$ cat config.mk
export PLATFORM = sky130hd
export DESIGN_NAME = wb_top
export DESIGN_NICKNAME = d
export VERILOG_FILES = /design/src/cpu_wb_pkg.sv /design/src/fu_wb_buf.sv /design/src/cdb_arbiter.sv /design/src/rob_done_table.sv /design/src/prf_wb.sv /design/src/wb_top.sv
export SDC_FILE = /design/constraint.sdc
export NUM_CORES = 2
export LEC_CHECK = 0
export ABC_CLOCK_PERIOD_IN_PS = 5350
export BUFFER_PORTS_ARGS = -buffer_cell sky130_fd_sc_hd__buf_2
export CELL_PAD_IN_SITES_DETAIL_PLACEMENT = 2
export CELL_PAD_IN_SITES_GLOBAL_PLACEMENT = 2
export CORE_ASPECT_RATIO = 1.4
export CORE_MARGIN = 2
export CORE_UTILIZATION = 35
export DETAILED_ROUTE_END_ITERATION = 6
export GPL_TIMING_DRIVEN = 0
export PLACE_DENSITY = 0.69
export REMOVE_ABC_BUFFERS = 1
export SLEW_MARGIN = 20
export SYNTH_ARGS = -nofsm -noshare
export SYNTH_HDL_FRONTEND = slang
export SYNTH_HIERARCHICAL = 1
export SYNTH_SLANG_ARGS = --single-unit
$ cat constraint.sdc
create_clock -name clk -period 5.35 [get_ports clk]
set_input_delay 0.535 -clock clk [delete_from_list [all_inputs] [get_ports clk]]
set_output_delay 0.535 -clock clk [all_outputs]
set_load 0.05 [all_outputs]
$ cat src/cpu_wb_pkg.sv
package cpu_wb_pkg;

    // --------------------
    // Core sizes
    // --------------------
    localparam int ROB_DEPTH = 16;
    localparam int ROB_W     = 4;
    localparam int PHYS_REGS = 64;
    localparam int PHYS_W    = 6;
    localparam int EPOCH_W   = 2;

    // --------------------
    // Per-unit results
    // --------------------

    // ALU completion with an optional register result
    typedef struct packed {
        logic [ROB_W-1:0]   rob_idx;
        logic [EPOCH_W-1:0] epoch;
        logic [PHYS_W-1:0]  prd_new;
        logic [31:0]        data;
        logic               uses_rd;
    } alu_res_t;

    // Branch resolution
    // Data carries the link value for JAL/JALR when uses_rd is set
    typedef struct packed {
        logic [ROB_W-1:0]   rob_idx;
        logic [EPOCH_W-1:0] epoch;
        logic [PHYS_W-1:0]  prd_new;
        logic [31:0]        data;
        logic               uses_rd;
        logic [31:0]        pc;
        logic               act_taken;
        logic               mispredict;
        logic [31:0]        redirect_pc;
    } bru_res_t;

    // Load/store completion
    typedef struct packed {
        logic [ROB_W-1:0]   rob_idx;
        logic [EPOCH_W-1:0] epoch;
        logic [PHYS_W-1:0]  prd_new;
        logic [31:0]        data;
        logic               uses_rd;
        logic               is_load;
        logic               is_store;
        logic               mem_exc;
        logic [31:0]        mem_addr;
    } lsu_res_t;

    // --------------------
    // Common data bus packet
    // --------------------
    // Every transfer is a completion
    // Mispredict also requests the redirect
    typedef struct packed {
        logic [ROB_W-1:0]   rob_idx;
        logic [EPOCH_W-1:0] epoch;
        logic               uses_rd;
        logic [PHYS_W-1:0]  prd_new;
        logic [31:0]        data;
        logic               is_branch;
        logic               act_taken;
        logic               mispredict;
        logic [31:0]        redirect_pc;
        logic [31:0]        pc;
        logic               is_load;
        logic               is_store;
        logic               mem_exc;
        logic [31:0]        mem_addr;
    } fu_wb_t;

endpackage

$ cat src/fu_wb_buf.sv
`timescale 1ns/1ps

module fu_wb_buf #(
    parameter type payload_t = logic [31:0]
) (
    input  logic     clk,
    input  logic     arst_n,

    // From the functional unit
    input  logic     in_valid,
    output logic     in_ready,
    input  payload_t in_data,

    // Towards the bus arbiter
    output logic     out_valid,
    input  logic     out_ready,
    output payload_t out_data
);

    // Open when empty or when the held result drains this edge
    assign in_ready = !out_valid || out_ready;

    // Occupancy flag
    // Refilled or emptied only when the slot is free to change
    always_ff @(posedge clk or negedge arst_n) begin
        if (!arst_n) begin
            out_valid <= 1'b0;
        end else if (in_ready) begin
            out_valid <= in_valid;
        end
    end

    // Capture the result on each accepted handshake
    always_ff @(posedge clk) begin
        if (in_valid && in_ready) begin
            out_data <= in_data;
        end
    end

endmodule

$ cat src/cdb_arbiter.sv
`timescale 1ns/1ps

module cdb_arbiter (
    // ALU buffer
    input  logic                 alu_valid,
    output logic                 alu_ready,
    input  cpu_wb_pkg::alu_res_t alu_data,

    // Branch unit buffer
    input  logic                 bru_valid,
    output logic                 bru_ready,
    input  cpu_wb_pkg::bru_res_t bru_data,

    // Load/store buffer
    input  logic                 lsu_valid,
    output logic                 lsu_ready,
    input  cpu_wb_pkg::lsu_res_t lsu_data,

    // Common data bus
    input  logic                 cdb_ready,
    output logic                 cdb_valid,
    output cpu_wb_pkg::fu_wb_t   cdb_pkt,
    output logic                 cdb_fire
);

    // --------------------
    // Unit select
    // --------------------
    typedef enum logic [1:0] {
        SEL_NONE = 2'd0,
        SEL_BRU  = 2'd1,
        SEL_LSU  = 2'd2,
        SEL_ALU  = 2'd3
    } sel_e;

    sel_e sel;

    // Branch unit first since a redirect saves the most wasted work
    always_comb begin
        if (bru_valid) begin
            sel = SEL_BRU;
        end else if (lsu_valid) begin
            sel = SEL_LSU;
        end else if (alu_valid) begin
            sel = SEL_ALU;
        end else begin
            sel = SEL_NONE;
        end
    end

    assign cdb_valid = (sel != SEL_NONE);
    // Single transfer event shared by the done table and the register file
    assign cdb_fire  = cdb_valid && cdb_ready;

    // --------------------
    // Packet build
    // --------------------
    // Fields the selected unit lacks stay at zero
    always_comb begin
        cdb_pkt = '0;
        case (sel)
            SEL_BRU: begin
                cdb_pkt.rob_idx     = bru_data.rob_idx;
                cdb_pkt.epoch       = bru_data.epoch;
                cdb_pkt.uses_rd     = bru_data.uses_rd;
                cdb_pkt.prd_new     = bru_data.prd_new;
                cdb_pkt.data        = bru_data.data;
                cdb_pkt.is_branch   = 1'b1;
                cdb_pkt.act_taken   = bru_data.act_taken;
                cdb_pkt.mispredict  = bru_data.mispredict;
                cdb_pkt.redirect_pc = bru_data.redirect_pc;
                cdb_pkt.pc          = bru_data.pc;
            end
            SEL_LSU: begin
                cdb_pkt.rob_idx  = lsu_data.rob_idx;
                cdb_pkt.epoch    = lsu_data.epoch;
                cdb_pkt.uses_rd  = lsu_data.uses_rd;
                cdb_pkt.prd_new  = lsu_data.prd_new;
                cdb_pkt.data     = lsu_data.data;
                cdb_pkt.is_load  = lsu_data.is_load;
                cdb_pkt.is_store = lsu_data.is_store;
                cdb_pkt.mem_exc  = lsu_data.mem_exc;
                cdb_pkt.mem_addr = lsu_data.mem_addr;
            end
            SEL_ALU: begin
                cdb_pkt.rob_idx = alu_data.rob_idx;
                cdb_pkt.epoch   = alu_data.epoch;
                cdb_pkt.uses_rd = alu_data.uses_rd;
                cdb_pkt.prd_new = alu_data.prd_new;
                cdb_pkt.data    = alu_data.data;
            end
            default: begin
                cdb_pkt = '0;
            end
        endcase
    end

    // Only the winner sees ready, and only while the bus accepts
    assign bru_ready = (sel == SEL_BRU) && cdb_ready;
    assign lsu_ready = (sel == SEL_LSU) && cdb_ready;
    assign alu_ready = (sel == SEL_ALU) && cdb_ready;

endmodule

$ cat src/rob_done_table.sv
`timescale 1ns/1ps

module rob_done_table (
    input  logic                           clk,
    input  logic                           arst_n,

    // Bus transfer
    input  logic                           cdb_fire,
    input  cpu_wb_pkg::fu_wb_t             cdb_pkt,

    // Epoch and flush from the front end
    input  logic [cpu_wb_pkg::EPOCH_W-1:0] cur_epoch,
    input  logic                           flush,

    // Status read port for retirement
    input  logic [cpu_wb_pkg::ROB_W-1:0]   rd_idx,
    output logic                           rd_done,
    output logic                           rd_exc,
    output logic                           rd_mispredict,

    // Fetch redirect
    output logic                           redirect_valid,
    output logic [31:0]                    redirect_pc
);

    import cpu_wb_pkg::*;

    logic [ROB_DEPTH-1:0] done_q;
    logic [ROB_DEPTH-1:0] exc_q;
    logic [ROB_DEPTH-1:0] mispr_q;
    logic                 accept;
    logic                 take_redirect;

    // --------------------
    // Epoch filter
    // --------------------
    // Old epoch means a wrong-path result so the entry is left alone
    assign accept        = cdb_fire && (cdb_pkt.epoch == cur_epoch) && !flush;
    assign take_redirect = accept && cdb_pkt.is_branch && cdb_pkt.mispredict;

    // Status bits
    // Flush wins over a same-cycle transfer
    always_ff @(posedge clk or negedge arst_n) begin
        if (!arst_n) begin
            done_q  <= '0;
            exc_q   <= '0;
            mispr_q <= '0;
        end else if (flush) begin
            done_q  <= '0;
            exc_q   <= '0;
            mispr_q <= '0;
        end else if (accept) begin
            done_q[cdb_pkt.rob_idx]  <= 1'b1;
            exc_q[cdb_pkt.rob_idx]   <= cdb_pkt.mem_exc;
            mispr_q[cdb_pkt.rob_idx] <= cdb_pkt.mispredict;
        end
    end

    // --------------------
    // Redirect pulse
    // --------------------
    always_ff @(posedge clk or negedge arst_n) begin
        if (!arst_n) begin
            redirect_valid <= 1'b0;
        end else begin
            redirect_valid <= take_redirect;
        end
    end

    // Target is held until the next mispredict
    always_ff @(posedge clk) begin
        if (take_redirect) begin
            redirect_pc <= cdb_pkt.redirect_pc;
        end
    end

    assign rd_done       = done_q[rd_idx];
    assign rd_exc        = exc_q[rd_idx];
    assign rd_mispredict = mispr_q[rd_idx];

endmodule

$ cat src/prf_wb.sv
`timescale 1ns/1ps

module prf_wb (
    input  logic                          clk,
    input  logic                          arst_n,

    // Bus transfer
    input  logic                          cdb_fire,
    input  cpu_wb_pkg::fu_wb_t            cdb_pkt,

    // Ready clear from rename on allocation
    input  logic                          clear_ready,
    input  logic [cpu_wb_pkg::PHYS_W-1:0] clear_idx,

    // Operand read port
    input  logic [cpu_wb_pkg::PHYS_W-1:0] rd_idx,
    output logic [31:0]                   rd_data,
    output logic                          rd_ready
);

    import cpu_wb_pkg::*;

    logic [31:0]          regs_q [PHYS_REGS];
    logic [PHYS_REGS-1:0] ready_q;
    logic                 wr_en;

    // Stale epochs still write since no live reader uses that register
    assign wr_en = cdb_fire && cdb_pkt.uses_rd;

    // --------------------
    // Register array
    // --------------------
    always_ff @(posedge clk or negedge arst_n) begin
        if (!arst_n) begin
            regs_q <= '{default: 32'h0};
        end else if (wr_en) begin
            regs_q[cdb_pkt.prd_new] <= cdb_pkt.data;
        end
    end

    // Ready bits
    // Write comes last so it wins over a clear of the same index
    always_ff @(posedge clk or negedge arst_n) begin
        if (!arst_n) begin
            ready_q <= '1;
        end else begin
            if (clear_ready) begin
                ready_q[clear_idx] <= 1'b0;
            end
            if (wr_en) begin
                ready_q[cdb_pkt.prd_new] <= 1'b1;
            end
        end
    end

    assign rd_data  = regs_q[rd_idx];
    assign rd_ready = ready_q[rd_idx];

endmodule

$ cat src/wb_top.sv
`timescale 1ns/1ps

module wb_top (
    input  logic                           clk,
    input  logic                           arst_n,

    // Functional unit results
    input  logic                           alu_in_valid,
    output logic                           alu_in_ready,
    input  cpu_wb_pkg::alu_res_t           alu_in,
    input  logic                           bru_in_valid,
    output logic                           bru_in_ready,
    input  cpu_wb_pkg::bru_res_t           bru_in,
    input  logic                           lsu_in_valid,
    output logic                           lsu_in_ready,
    input  cpu_wb_pkg::lsu_res_t           lsu_in,

    // Common data bus with external back-pressure
    input  logic                           cdb_ready,
    output logic                           cdb_valid,
    output cpu_wb_pkg::fu_wb_t             cdb_pkt,

    // Reorder buffer side
    input  logic [cpu_wb_pkg::EPOCH_W-1:0] cur_epoch,
    input  logic                           flush,
    input  logic [cpu_wb_pkg::ROB_W-1:0]   rob_rd_idx,
    output logic                           rob_rd_done,
    output logic                           rob_rd_exc,
    output logic                           rob_rd_mispredict,
    output logic                           redirect_valid,
    output logic [31:0]                    redirect_pc,

    // Register file side
    input  logic                           clear_ready,
    input  logic [cpu_wb_pkg::PHYS_W-1:0]  clear_idx,
    input  logic [cpu_wb_pkg::PHYS_W-1:0]  prf_rd_idx,
    output logic [31:0]                    prf_rd_data,
    output logic                           prf_rd_ready
);

    import cpu_wb_pkg::*;

    // Buffer to arbiter links
    logic     alu_buf_valid, alu_buf_ready;
    logic     bru_buf_valid, bru_buf_ready;
    logic     lsu_buf_valid, lsu_buf_ready;
    alu_res_t alu_buf_data;
    bru_res_t bru_buf_data;
    lsu_res_t lsu_buf_data;
    logic     cdb_fire;

    // --------------------
    // Writeback buffers
    // --------------------
    fu_wb_buf #(.payload_t(alu_res_t)) u_alu_buf (
        .clk(clk), .arst_n(arst_n),
        .in_valid(alu_in_valid), .in_ready(alu_in_ready), .in_data(alu_in),
        .out_valid(alu_buf_valid), .out_ready(alu_buf_ready), .out_data(alu_buf_data)
    );

    fu_wb_buf #(.payload_t(bru_res_t)) u_bru_buf (
        .clk(clk), .arst_n(arst_n),
        .in_valid(bru_in_valid), .in_ready(bru_in_ready), .in_data(bru_in),
        .out_valid(bru_buf_valid), .out_ready(bru_buf_ready), .out_data(bru_buf_data)
    );

    fu_wb_buf #(.payload_t(lsu_res_t)) u_lsu_buf (
        .clk(clk), .arst_n(arst_n),
        .in_valid(lsu_in_valid), .in_ready(lsu_in_ready), .in_data(lsu_in),
        .out_valid(lsu_buf_valid), .out_ready(lsu_buf_ready), .out_data(lsu_buf_data)
    );

    // --------------------
    // Bus and consumers
    // --------------------
    cdb_arbiter u_arb (
        .alu_valid(alu_buf_valid), .alu_ready(alu_buf_ready), .alu_data(alu_buf_data),
        .bru_valid(bru_buf_valid), .bru_ready(bru_buf_ready), .bru_data(bru_buf_data),
        .lsu_valid(lsu_buf_valid), .lsu_ready(lsu_buf_ready), .lsu_data(lsu_buf_data),
        .cdb_ready(cdb_ready), .cdb_valid(cdb_valid), .cdb_pkt(cdb_pkt),
        .cdb_fire(cdb_fire)
    );

    rob_done_table u_rob (
        .clk(clk), .arst_n(arst_n),
        .cdb_fire(cdb_fire), .cdb_pkt(cdb_pkt),
        .cur_epoch(cur_epoch), .flush(flush),
        .rd_idx(rob_rd_idx), .rd_done(rob_rd_done), .rd_exc(rob_rd_exc),
        .rd_mispredict(rob_rd_mispredict),
        .redirect_valid(redirect_valid), .redirect_pc(redirect_pc)
    );

    prf_wb u_prf (
        .clk(clk), .arst_n(arst_n),
        .cdb_fire(cdb_fire), .cdb_pkt(cdb_pkt),
        .clear_ready(clear_ready), .clear_idx(clear_idx),
        .rd_idx(prf_rd_idx), .rd_data(prf_rd_data), .rd_ready(prf_rd_ready)
    );

endmodule

-- Word-level counts from Yosys, hierarchy flattened
Cells that the tools add are included.
Widths: inputs -> output; s select.
- bitwise operators: 6
- equality and inequality tests: 4
- magnitude comparators: 11
- reductions and logical operators: 25
- mux-type cells: 36
- operator list (operator ; number):
    $bwmux 2048 ; 1
    $bmux 32 s6 ; 1
    $demux 32 s6 ; 1
    $pmux 45 s3 ; 1
    $mux 64 ; 2
    $mux 16 ; 6
    $mux 32 ; 3
    $mux 67 ; 1
    $and 64x64->64 ; 1
    $not 64->64 ; 1
    $or 64x64->64 ; 1
    $mux 35 ; 1
    $bwmux 16 ; 2
    $lt 6x7->1 const B ; 3
    $logic_and 1x1->1 ; 16
    $or 16x16->16 ; 1
    $ge 7x7->1 const B ; 2
    $not 6->7 ; 2
    $bmux 1 s4 ; 3
    $demux 1 s6 ; 2
    $ge 6x1->1 const B ; 2
    $lt 4x5->1 const B ; 2
    $lt 7x1->1 const B ; 1
    $mux 1 ; 7
    other kinds (10) ; 19
- register bits after elaboration: 2432
- logic and storage cells: 178
- output and inout bits: 220

-- Logic depth before layout (Yosys ltp)
- depth in word-level cells: 12
- mapped depth: 13
- gate-level depth less buffers: 7

-- Hierarchy
Netlist, hierarchy kept.
- by module, submodules not included (module ; instances ; area an instance (um^2) ; cells an instance ; seq. area each (um^2)):
    prf_wb ; 1 ; 95771.9 ; 6030 ; 52930.8
    rob_done_table ; 1 ; 3741.1 ; 259 ; 2187.1
    fu_wb_buf (u_bru_buf) ; 1 ; 3387.0 ; 115 ; 3358.2
    fu_wb_buf (u_lsu_buf) ; 1 ; 2456.1 ; 84 ; 2427.3
    cdb_arbiter ; 1 ; 1953.1 ; 325 ; 0.0
    fu_wb_buf (u_alu_buf) ; 1 ; 1405.1 ; 49 ; 1376.3

-- Worst setup path after synthesis
OpenSTA, ideal clock, no wires.
- path type: register -> register
- start: register u_lsu_buf.out_valid
- end: register u_rob.redirect_pc[0], enable pin
- buffers on the path: 3
- data required time: 4.887 ns
- library setup time: 0.463 ns
- stages on the path, launching flop included: 9
- setup slack: 0.247 ns
- arrival: 4.640 ns
- cell sequence: dfrtp_1 -> buf_2 -> buf_2 -> nand3b_1 -> a21oi_1 -> xnor2_2 -> buf_12 -> nand3_1 -> nor3_1
- RTL lines (element ; line ; RTL):
    start, declared ; fu_wb_buf.sv:15 ; output logic out_valid,
    start signal, assigned ; fu_wb_buf.sv:29 ; out_valid <= in_valid;
    end signal, assigned ; rob_done_table.sv:73 ; redirect_pc <= cdb_pkt.redirect_pc;
    end, declared ; rob_done_table.sv:23 ; output logic [31:0] redirect_pc

-- Final worst setup path
- start: input prf_rd_idx[1] in the netlist's numbering
- end: output prf_rd_data[4]
- word-level cells in the longest chain between the ends: 4
- ends and longest elaborated chain (element ; line ; RTL):
    start, declared ; wb_top.sv:36 ; input logic [cpu_wb_pkg::PHYS_W-1:0] prf_rd_idx,
    $not 6->7 (not written as such) ; prf_wb.sv:56 ; assign rd_data = regs_q[rd_idx];
    $bmux 32 s6 ; prf_wb.sv:56 ;
    $mux 32 (not written as such) (2 in series) ; prf_wb.sv:56 ;
    end, declared ; wb_top.sv:37 ; output logic [31:0] prf_rd_data,
No other way between the ends. The select of a mux whose other input is x is not followed.

==> flow_metrics.tcl <==
set metrics [dict create \
    cpMostUsedCell "buf_16" \
    port_buffers 481 \
    ys_seq_area_share_pct 57.3 \
    p_leak_nw 59.2 \
    synth-edff-count 268 \
    clkTransAtPathRegs_ns 0.06 \
    synth_cell_types 65 \
    fin_util_pct 42.4 \
    nets 7701 \
    ios 482 \
    max_stage_delay_ns 0.70 \
    ys_ff_latch 2432 \
    drt_iter0_drc 3803 \
    ctsRootBufferMaster "clkbuf_16" \
    layout_commonest_cell "dfrtp_1" \
    firstDrtPassIters 7 \
    end_kind "output pin" \
    synthArstFlopShare_pct 89.0 \
    finalCritPeriodShare_pct 98.3 \
    p_sw_share_pct 27.2 \
    crit_path_cell_trace "buf_8 > buf_16 > buf_16 > nand2b_1 > o22ai_1 > nor3_1 > nor2_1 > a221oi_2 > buf_2" \
    viasPerCell 5.55 \
    period_needed_ns 5.26 \
    setup_viol 0 \
    synth_warnings 6 \
    hold_violations 0 \
    p_per_area_mw_per_mm2 386 \
    seqPwrFrac_pct 46.4 \
    syn_to_final_growth_pct 20.8 \
    fin_hold_ws_ns 0.100 \
    worst_slew_pin_slew_ns 1.08 \
    design_area_sq_mm 0.131 \
    syn_avg_cell_area_sq_um 15.8 \
    cp.required_ns 4.82 \
    switching_power_mw 13.8 \
    cts_num_sinks 2432 \
    h-tree-depth 5 \
    grt_pass1_wl_microns 556000 \
    grt_max_degree 141 \
    p_clk_share_pct 36.6 \
    rows 242 \
    drive_above_1_share_pct 51.8 \
    relSlewSlack_pct 28.2 \
    drc 0 \
    clk_latency_ns 0.90 \
    coreArea_sq_mm 0.310 \
    rsz0062_at_grt "no" \
    wl_microns 379000 \
    combPwrFrac_pct 17.1 \
    fin_skew_ns 0.0479 \
    crit_slowest_cell "a221oi_2" \
    outcome "finished clean" \
    dieArea_sq_mm 0.315 \
    timing.fmax_mhz 190 \
    wl_per_cell_microns 32.0 \
    grt_overflow 0 \
    via_count 65632 \
    cts_tree "done" \
    crit_fanout 58 \
    grt_use_total_pct 24.0 \
    dpl_cell_area_sq_mm 0.120 \
    ir_drop_mv 0.269 \
    clock_path_buffers 4 \
    cp_data_arrival_time_ns 4.73 \
    synthCells 6862 \
    ant_nets 0 \
    initial_core_util_pct 35.1 \
    min_path_type "input pin to flip-flop" \
    final_cell_mix "2,097 x dfrtp_1, 2,046 x mux2_2, 534 x mux4_2" \
    startpoint_type "input pin" \
    globalplace.congestion 0.805 \
    setup.worst_path.class "input pin to output pin" \
    intPower_mw 36.9 \
    dieHeight_microns 663 \
    slew_viol_final 0 \
    grt_pass1_vias 76377 \
    syn-cell-area_sq_mm 0.109 \
    die_x_microns 475 \
    antenna_found_initial 48 \
    synth_flop_cell "dfrtp_1" \
    cap_violations 0 \
    hpwlAfterDp_microns 246000 \
    cts_buffers 266 \
]
==> critical path: cells and delay by family <==
family | cells | cell delay, ns
AND/OR/NAND/NOR | 3 | 1.30
buffers and inverters | 4 | 1.56
AO/OA/AOI/OAI | 2 | 0.91
==> power by group through the flow <==
stage,clock network [mW],registers [mW],logic [mW]
final,18.5,23.5,8.65
after global routing,19.7,23.8,9.23
after CTS,19.0,23.4,8.72
after detailed placement,0,23.7,8.44
after global placement,0,23.5,7.74
after floorplan,0,23.0,5.34
==> synth_stat cells (8+ instances only) <==
cell type     n  area share (%)
o221ai_1     20            0.16
nand2_1      53            0.18
nand4_1       9           0.052
buf_6        41            0.42
and2_1      105            0.60
a31oi_1       8           0.046
nor3_1       15           0.069
dfrtp_1    2100              48
mux2_2     2046              21
nand2_2       8           0.046
nand3b_1     53            0.37
o21ai_0     121            0.56
mux2i_1     188             1.7
nand3_1      18           0.083
mux2_1       11            0.11
o22ai_1      88            0.51
inv_1        18           0.062
dfstp_2      64             1.5
clkbuf_1    313             1.1
mux4_2      534              11
edfxtp_1    268             7.4
buf_1        71            0.25
nand2b_1     13           0.075
a22o_1       20            0.16
a21oi_1     143            0.66
nor2_1       98            0.34
buf_2       187            0.86
nor2b_1      57            0.33
a221oi_1     31            0.25
or4_1        15            0.10
nand4_4       9            0.18
buf_4        54            0.37
or2_2         8           0.046
==> registers in the layout, indices dropped and copies added (netlist names), 16 cells and up <==
register and flops:
u_lsu_buf/out_data 80, u_prf/ready_q 64, u_alu_buf/out_data 45, u_prf/regs_q 2048, u_bru_buf/out_data 111, u_rob/exc_q 16
u_rob/done_q 16, u_rob/mispr_q 16, u_rob/redirect_pc 32
==> final cells by class <==
class,instances,area (sq um)
Fill cell,28894,178000
Tap cell,4148,5190
Multi-Input combinational cell,3738,44100
Sequential cell,2432,62300
Antenna cell,45,113
Clock inverter,71,713
Timing Repair Buffer,983,11100
Inverter,18,67.6
Clock buffer,391,7850
==> what timing repair did <==
action                     CTS  global route
hold buffers               244             0
gates cloned                 3             2
setup buffers                0             2
setup endpoints to repair  128           147
gates resized for setup      6             2
hold endpoints to repair   339             0
pin swaps                    0             2
==> path summary, 6_finish.rpt <==
| path | from | endpoint | slack [ns] | cells past startpoint |
|---|---|---|---|---|
| min in group asynchronous | arst_n | u_prf/regs_q[639]$_DFFE_PN0P_ | 0.47 | 4 |
| max in group asynchronous | arst_n | u_prf/regs_q[1314]$_DFFE_PN0P_ | 0.61 | 11 |
| max | prf_rd_idx[1] | prf_rd_data[4] | 0.09 | 9 |
| min | clear_idx[0] | u_prf/ready_q[56]$_DFF_PN1_ | 0.10 | 3 |
| max reg2reg | u_bru_buf/out_valid$_DFFE_PN0P_ | u_prf/regs_q[1454]$_DFFE_PN0P_ | 0.17 | 9 |
| min reg2reg | u_prf/regs_q[19]$_DFFE_PN0P_ | u_prf/regs_q[19]$_DFFE_PN0P_ | 0.48 | 1 |
==> metal layers <==
metal | track usage [%] | up-vias | wire, microns | share of wire (%)
met1 | 29.1 | 36381 | 148000 | 39
met3 | 3.40 | 805 | 15100 | 4.0
met4 | 11.1 | 20 | 18900 | 5.0
met2 | 41.9 | 1724 | 196000 | 52
met5 | 0 | - | 117 | 0.031
li1 | - | 26702 | - | -
==> logic make-up (layout without fill, tap and decap cells) <==
logic type             count (synthesis)  count (layout)  share of synthesized area [%]
XOR/XNOR                               2               2                         0.0299
other                                  0              45                              0
buffers and inverters                692            1463                           3.11
AND/OR/NAND/NOR                      505             505                           2.87
AO/OA/AOI/OAI                        446             446                           2.46
multiplexers                        2785            2785                           34.2
flip-flops                          2432            2432                           57.3
==> metrics by stage <==
step                       TNS, ns  total power [mW]  worst slack, ns  cells
after global routing             0              52.7           0.0631  11815
final                            0              50.7           0.0900  11826
after detailed placement   -439.78              32.2            -1.43  11067
after floorplan           -1703.32              28.4            -1.61   6188
after global placement           -              31.2           -43.29  10817
after CTS                  -0.0352              51.2          -0.0352  11776
Power figures use the tool's default switching activity.
